File: config.mk
export PLATFORM = sky130hd
export DESIGN_NAME = bits_estimator_datapath
export DESIGN_NICKNAME = d
export VERILOG_FILES = /design/src/verilog/constant_pkg.sv /design/src/verilog/ffe_pkg.sv /design/src/verilog/code_history_buffer.sv /design/src/verilog/comb_ffe.sv /design/src/verilog/est_bits_pipeline.sv /design/src/verilog/pam4_slicer.sv /design/src/verilog/bits_estimator_datapath.sv
export VERILOG_INCLUDE_DIRS = /design/src /design/src/include
export SDC_FILE = /design/constraint.sdc
export NUM_CORES = 2
export LEC_CHECK = 0
export ABC_AREA = 1
export BUFFER_PORTS_ARGS = -buffer_cell sky130_fd_sc_hd__buf_2
export CAP_MARGIN = 15
export CORE_ASPECT_RATIO = 1.75
export CORE_UTILIZATION = 65
export CTS_CLUSTER_DIAMETER = 150
export DETAILED_ROUTE_END_ITERATION = 6
export GPL_TIMING_DRIVEN = 1
export PLACE_DENSITY = 0.88
export SYNTH_ARGS = -nofsm -noshare
export SYNTH_HDL_FRONTEND = slang
export SYNTH_HIERARCHICAL = 1
export SYNTH_SLANG_ARGS = --single-unit
File: constraint.sdc
create_clock -name clk -period 10.8 [get_ports clk]
set_input_delay 2.16 -clock clk [delete_from_list [all_inputs] [get_ports clk]]
set_output_delay 2.16 -clock clk [all_outputs]
set_load 0.1 [all_outputs]
File: src/include/dsp_params.svh
`ifndef DSP_PARAMS_SVH
`define DSP_PARAMS_SVH

// Lanes per code vector
`define CHANNEL_WIDTH 4

// Signed ADC code width
`define CODE_PRECISION 8

// Signed FFE tap weight width
`define WEIGHT_PRECISION 8

// Per-lane right shift amount
`define SHIFT_PRECISION 4

// Signed estimate width after saturation
`define OUTPUT_PRECISION 10

// Taps per lane
`define FFE_LENGTH 3

`define TAG_WIDTH 8

// Registers between the FFE and est_out
`define EST_PIPELINE_DEPTH 2

`endif

File: src/verilog/constant_pkg.sv
`include "dsp_params.svh"

package constant_pkg;

    // Delay tag carried next to every vector
    typedef logic [`TAG_WIDTH-1:0] tag_t;

    typedef logic signed [`CODE_PRECISION-1:0] code_t;

    // One code per lane, lane 0 first in stream order
    typedef code_t [`CHANNEL_WIDTH-1:0] code_vec_t;

    typedef struct packed {
        tag_t      tag;
        code_vec_t codes;
    } code_word_t;

endpackage

File: src/verilog/ffe_pkg.sv
`include "dsp_params.svh"

package ffe_pkg;

    typedef logic signed [`WEIGHT_PRECISION-1:0] weight_t;

    // Indexed [tap][lane]
    typedef weight_t [`FFE_LENGTH-1:0][`CHANNEL_WIDTH-1:0] weight_arr_t;

    typedef logic [`CHANNEL_WIDTH-1:0][`SHIFT_PRECISION-1:0] shift_arr_t;

    // Set bit drops that tap product for that lane
    typedef logic [`FFE_LENGTH-1:0][`CHANNEL_WIDTH-1:0] disable_arr_t;

    typedef logic signed [`OUTPUT_PRECISION-1:0] est_t;

    typedef est_t [`CHANNEL_WIDTH-1:0] est_vec_t;

    typedef struct packed {
        constant_pkg::tag_t tag;
        est_vec_t           est;
    } est_word_t;

    // PAM4 levels from most negative to most positive
    typedef enum logic [1:0] {
        SYM_N3 = 2'd0,
        SYM_N1 = 2'd1,
        SYM_P1 = 2'd2,
        SYM_P3 = 2'd3
    } sym_t;

    typedef sym_t [`CHANNEL_WIDTH-1:0] sym_vec_t;

    typedef struct packed {
        constant_pkg::tag_t tag;
        sym_vec_t           syms;
    } sym_word_t;

endpackage

File: src/verilog/code_history_buffer.sv
`include "dsp_params.svh"

module code_history_buffer (
    input  logic                     clk,
    input  logic                     rst_n,
    input  constant_pkg::code_word_t code_in,
    output constant_pkg::code_word_t cur_word,
    output constant_pkg::code_vec_t  prev_codes
);
    import constant_pkg::*;

    code_word_t cur_q;
    code_vec_t  prev_q;

    always_ff @(posedge clk) begin
        if (!rst_n) begin
            cur_q  <= '0;
            prev_q <= '0;
        end else begin
            cur_q  <= code_in;
            // Older vector only needs its codes for the FFE window
            prev_q <= cur_q.codes;
        end
    end

    assign cur_word   = cur_q;
    assign prev_codes = prev_q;

endmodule

File: src/verilog/comb_ffe.sv
`include "dsp_params.svh"

module comb_ffe (
    input  constant_pkg::code_word_t cur_word,
    input  constant_pkg::code_vec_t  prev_codes,
    input  ffe_pkg::weight_arr_t     weights,
    input  ffe_pkg::shift_arr_t      ffe_shift,
    input  ffe_pkg::disable_arr_t    disable_product,
    output ffe_pkg::est_word_t       ffe_word
);
    import constant_pkg::*;
    import ffe_pkg::*;

    localparam int PROD_W  = `CODE_PRECISION + `WEIGHT_PRECISION;
    localparam int SUM_W   = PROD_W + $clog2(`FFE_LENGTH);
    localparam int EST_MAX = (1 << (`OUTPUT_PRECISION - 1)) - 1;
    localparam int EST_MIN = -(1 << (`OUTPUT_PRECISION - 1));

    // Serial window, oldest code at position 0
    code_t [2*`CHANNEL_WIDTH-1:0] window;
    est_vec_t                     est;

    assign window = {cur_word.codes, prev_codes};

    always_comb begin
        logic signed [PROD_W-1:0] prod;
        logic signed [SUM_W-1:0]  acc;
        logic signed [SUM_W-1:0]  shifted;

        prod    = '0;
        acc     = '0;
        shifted = '0;
        est     = '0;
        for (int i = 0; i < `CHANNEL_WIDTH; i++) begin
            acc = '0;
            for (int k = 0; k < `FFE_LENGTH; k++) begin
                // Tap k reaches k codes back, possibly into the previous vector
                prod = $signed(weights[k][i]) * $signed(window[`CHANNEL_WIDTH + i - k]);
                if (disable_product[k][i]) begin
                    prod = '0;
                end
                acc = acc + prod;
            end

            shifted = acc >>> ffe_shift[i];

            // Clamp to the estimate range
            if (shifted > EST_MAX) begin
                est[i] = est_t'(EST_MAX);
            end else if (shifted < EST_MIN) begin
                est[i] = est_t'(EST_MIN);
            end else begin
                est[i] = est_t'(shifted);
            end
        end
    end

    assign ffe_word = '{tag: cur_word.tag, est: est};

endmodule

File: src/verilog/est_bits_pipeline.sv
`include "dsp_params.svh"

module est_bits_pipeline #(
    parameter int depth = `EST_PIPELINE_DEPTH
) (
    input  logic               clk,
    input  logic               rst_n,
    input  ffe_pkg::est_word_t ffe_word,
    output ffe_pkg::est_word_t slice_word,
    output ffe_pkg::est_word_t est_out
);
    import ffe_pkg::*;

    est_word_t stage_q [depth];

    always_ff @(posedge clk) begin
        if (!rst_n) begin
            for (int j = 0; j < depth; j++) begin
                stage_q[j] <= '0;
            end
        end else begin
            stage_q[0] <= ffe_word;
            for (int j = 1; j < depth; j++) begin
                stage_q[j] <= stage_q[j-1];
            end
        end
    end

    // First stage feeds the slicer so its symbols trail est_out by one cycle
    assign slice_word = stage_q[0];
    assign est_out    = stage_q[depth-1];

endmodule

File: src/verilog/pam4_slicer.sv
`include "dsp_params.svh"

module pam4_slicer (
    input  logic                                clk,
    input  logic                                rst_n,
    input  ffe_pkg::est_word_t                  slice_word,
    input  logic signed [`OUTPUT_PRECISION-1:0] bit_level,
    input  logic [1:0]                          align_pos,
    output ffe_pkg::sym_word_t                  sym_out
);
    import ffe_pkg::*;

    // One extra bit so negating the most negative level cannot wrap
    logic signed [`OUTPUT_PRECISION:0] neg_level;

    sym_vec_t                    slice_syms;
    sym_word_t                   new_q;
    sym_word_t                   old_q;
    sym_t [2*`CHANNEL_WIDTH-1:0] joined;
    sym_vec_t                    aligned;

    assign neg_level = -$signed({bit_level[`OUTPUT_PRECISION-1], bit_level});

    always_comb begin
        for (int i = 0; i < `CHANNEL_WIDTH; i++) begin
            if ($signed(slice_word.est[i]) >= bit_level) begin
                slice_syms[i] = SYM_P3;
            end else if ($signed(slice_word.est[i]) >= 0) begin
                slice_syms[i] = SYM_P1;
            end else if ($signed(slice_word.est[i]) >= neg_level) begin
                slice_syms[i] = SYM_N1;
            end else begin
                slice_syms[i] = SYM_N3;
            end
        end
    end

    // Zero reset leaves every lane at SYM_N3
    always_ff @(posedge clk) begin
        if (!rst_n) begin
            new_q <= '0;
            old_q <= '0;
        end else begin
            new_q <= '{tag: slice_word.tag, syms: slice_syms};
            old_q <= new_q;
        end
    end

    // Older vector occupies positions 0 to 3
    assign joined = {new_q.syms, old_q.syms};

    always_comb begin
        for (int i = 0; i < `CHANNEL_WIDTH; i++) begin
            aligned[i] = joined[i + align_pos];
        end
    end

    assign sym_out = '{tag: old_q.tag, syms: aligned};

endmodule

File: src/verilog/bits_estimator_datapath.sv
`include "dsp_params.svh"

module bits_estimator_datapath (
    input  logic                                clk,
    input  logic                                rst_n,
    input  constant_pkg::code_word_t            code_in,
    input  ffe_pkg::weight_arr_t                weights,
    input  ffe_pkg::shift_arr_t                 ffe_shift,
    input  ffe_pkg::disable_arr_t               disable_product,
    input  logic signed [`OUTPUT_PRECISION-1:0] bit_level,
    input  logic [1:0]                          align_pos,
    output constant_pkg::code_word_t            code_out,
    output ffe_pkg::est_word_t                  est_out,
    output ffe_pkg::sym_word_t                  sym_out
);
    import constant_pkg::*;
    import ffe_pkg::*;

    code_word_t cur_word;
    code_vec_t  prev_codes;
    est_word_t  ffe_word;
    est_word_t  slice_word;
    code_word_t code_dly_q [`EST_PIPELINE_DEPTH];

    code_history_buffer u_code_history_buffer (
        .clk        (clk),
        .rst_n      (rst_n),
        .code_in    (code_in),
        .cur_word   (cur_word),
        .prev_codes (prev_codes)
    );

    comb_ffe u_comb_ffe (
        .cur_word        (cur_word),
        .prev_codes      (prev_codes),
        .weights         (weights),
        .ffe_shift       (ffe_shift),
        .disable_product (disable_product),
        .ffe_word        (ffe_word)
    );

    est_bits_pipeline #(
        .depth (`EST_PIPELINE_DEPTH)
    ) u_est_bits_pipeline (
        .clk        (clk),
        .rst_n      (rst_n),
        .ffe_word   (ffe_word),
        .slice_word (slice_word),
        .est_out    (est_out)
    );

    pam4_slicer u_pam4_slicer (
        .clk        (clk),
        .rst_n      (rst_n),
        .slice_word (slice_word),
        .bit_level  (bit_level),
        .align_pos  (align_pos),
        .sym_out    (sym_out)
    );

    // Raw codes delayed to line up with est_out
    always_ff @(posedge clk) begin
        if (!rst_n) begin
            for (int j = 0; j < `EST_PIPELINE_DEPTH; j++) begin
                code_dly_q[j] <= '0;
            end
        end else begin
            code_dly_q[0] <= cur_word;
            for (int j = 1; j < `EST_PIPELINE_DEPTH; j++) begin
                code_dly_q[j] <= code_dly_q[j-1];
            end
        end
    end

    assign code_out = code_dly_q[`EST_PIPELINE_DEPTH-1];

endmodule

==> impl_metrics.toml <==
[critical_path]
arrival_ps = 9250
r2r_slack_ps = 2440
setup.worst_path.class = "in -> reg"
timing.rr.end = "u_est_bits_pipeline/stage_q[0][37]"
crit_required_ps = 11340
crit_path_max_fanout = 9
ff2ff_path_depth = 38
reg2reg_from = "u_code_history_buffer/cur_word[15]"
slowest_delay_ps = 540
crit_top_cell = "nand2_1"
cp-end-kind = "register"
crit_slowest_cell = "fa_1"
worstSetupStartpointType = "input port"

[yosys]
syn-num-nets = 8394
syn_area_per_cell_um2 = 7.08
yosys_warnings = 6
syn-cell-area_mm2 = 0.0497
synth_cells = 7021

[clock_tree]
cts_made_buffers = 27
htreeDepth = 1
clockRootBuffer = "clkbuf_16"
cts_setup_buffers = 0
clock-sinks = 264
cts_tree = "done"
holdBufCountCts = 0
cts_resized = 0
cts_max_path_buffers = 3
clkTransAtPathRegs_ps = 70
clk_latency_ps = 610

[power_and_ir_drop]
power_frac_clock_pct = 10.0
internal-power_mw = 4.09
p_seq_share_pct = 13.4
peakVddDrop_uv = 153
p_comb_share_pct = 76.6
leakagePower_nw = 32.8
p_total_mw = 9.57
power.switching_mw = 5.48
p_per_area_mw_per_mm2 = 184
p_sw_share_pct = 57.2

[global_routing]
overflow = 0
busiest_layer = "met2"
first_global_vias = 46169
use_met3_pct = 6.41
grt_max_degree = 122
antenna_found_initial = 36
grt_pass1_wl_um = 219000
grtUsageMet1_pct = 33.8
grt.met2_usage_pct = 65.6
grtUsageTotal_pct = 36.0

[place]
gp_congestion = 1.03
port_buffers = 281
preCtsSetupSlack_ps = 1560
dp_hpwl_um = 114000

[sta]
period_share_pct = 80.7
skew_ps = 22.4
tns_ps = 0
fin_ws_ps = 2090
timing.fmax_mhz = 115
fin_crit_ps = 8710
setup-violations-final = 0
drv_slew = 0
slew_headroom_pct = 20.1
hold_violations = 0
rsz0062_at_grt = "false"
tightestPinTransition_ps = 1200

[min_path]
min_to = "code_dly_q[0][62]"
hp-class = "reg -> reg"
hp-start = "code_dly_q[0][22]"
hold_depth = 2

[route]
drt-initial-drc-count = 2797
vias = 43421
drtPass1Iterations = 6
viasPerCell = 5.36
drc = 0
antenna_violating_nets_post_route = 0
post_drt_wl_per_cell_um = 16.9
wl_um = 137000

[status]
status = "completed"

[final_layout]
drive_above_1_share_pct = 7.33
area_growth_syn_to_layout_pct = 4.59
num-fill-cells = 6284
num-nets-final = 8419

[die]
io_pins = 282
dieArea_mm2 = 0.0776
core-area_mm2 = 0.0754
initial_utilization_pct = 65.9
fp.dieH_um = 368
num_rows = 133
fp.dieW_um = 211

[flow_run]
drv_cap = 0
==> metrics by stage <==
step                      cell area (um^2)  cells  util, %  hold slack [ps]
after floorplan                      49700   7021        -              386
after global placement               51000   8028     67.6              392
after detailed placement             51000   8028     67.6              398
after CTS                            51900   8078     68.8              414
after global routing                 51900   8092     68.9              432
final                                52000   8106     68.9              410
==> layer usage <==
layer / vias up / wire length [um]
li1: 20547 / -
met1: 20475 / 44100
met2: 1700 / 70200
met3: 683 / 8800
met4: 16 / 13800
met5: - / 109
==> placed cells by master, fill, tap and decap left out, types with 9 or more instances in the layout <==
master and count:
diode_2 27, clkinv_1 13, dfxtp_1 264, a21oi_1 243, buf_4 21, xor2_1 54
a21o_1 16, o21ai_0 228, nand2_2 43, ha_1 467, nor2_1 224, inv_1 1924
o211ai_1 12, nand4_1 18, o21ai_1 13, or2_2 45, fa_1 728, nand3_2 18
o21bai_1 16, mux2i_1 9, nand3_1 346, a31oi_1 9, inv_2 25, clkbuf_16 27
buf_2 280, nand2_4 10, nand2_1 1818, xnor2_1 67, and2_1 14, nor3_1 20
==> state kept, by name (all words and copies together), names as in the netlist <==
register,count
u_pam4_slicer/new_q,8
u_code_history_buffer/cur_word,40
u_pam4_slicer/sym_out,8
u_code_history_buffer/prev_codes,16
code_dly_q,80
u_pam4_slicer/joined,16
u_est_bits_pipeline/stage_q,96
==> worst max-delay path by stage <==
stage | to | slack, ps | startpoint
after floorplan | u_est_bits_pipeline/stage_q[0][30] | 2300 | weights[88]
after global placement | u_est_bits_pipeline/stage_q[0][33] | 1670 | weights[29]
after detailed placement | u_est_bits_pipeline/stage_q[0][16] | 1560 | weights[72]
after CTS | u_est_bits_pipeline/stage_q[0][5] | 2190 | weights[39]
after global routing | u_est_bits_pipeline/stage_q[0][8] | 1460 | weights[38]
final | u_est_bits_pipeline/stage_q[0][5] | 2090 | weights[37]
==> final cells by class <==
| cell class | instances | area [um^2] | share of cell area, % |
|---|---|---|---|
| Clock buffer | 33 | 748 | 1.44 |
| Inverter | 1963 | 7370 | 14.2 |
| Antenna cell | 27 | 67.6 | 0.130 |
| Sequential cell | 264 | 5290 | 10.2 |
| Tap cell | 1012 | 1270 | 2.44 |
| Multi-Input combinational cell | 4487 | 35500 | 68.3 |
| Clock inverter | 17 | 156 | 0.301 |
| Timing Repair Buffer | 303 | 1600 | 3.08 |
==> critical path: cells and delay by family <==
kind	cells	cell delay, ps
adders and majority gates	7	3240
and+or+nand+nor	24	2340
buffers and inverters	6	490
AOI/OAI and AO/OA	5	1010
==> power by group through the flow <==
stage	Sequential [mW]	Clock, mW	Combinational [mW]
6_report	1.28	0.958	7.33
5_1_grt	1.29	1.01	8.29
4_1_cts	1.28	0.978	7.25
3_5_place_dp	1.30	0	7.20
3_3_place_gp	1.29	0	6.98
2_1_floorplan	1.45	0	5.38
(Power assumes the default switching activity.)
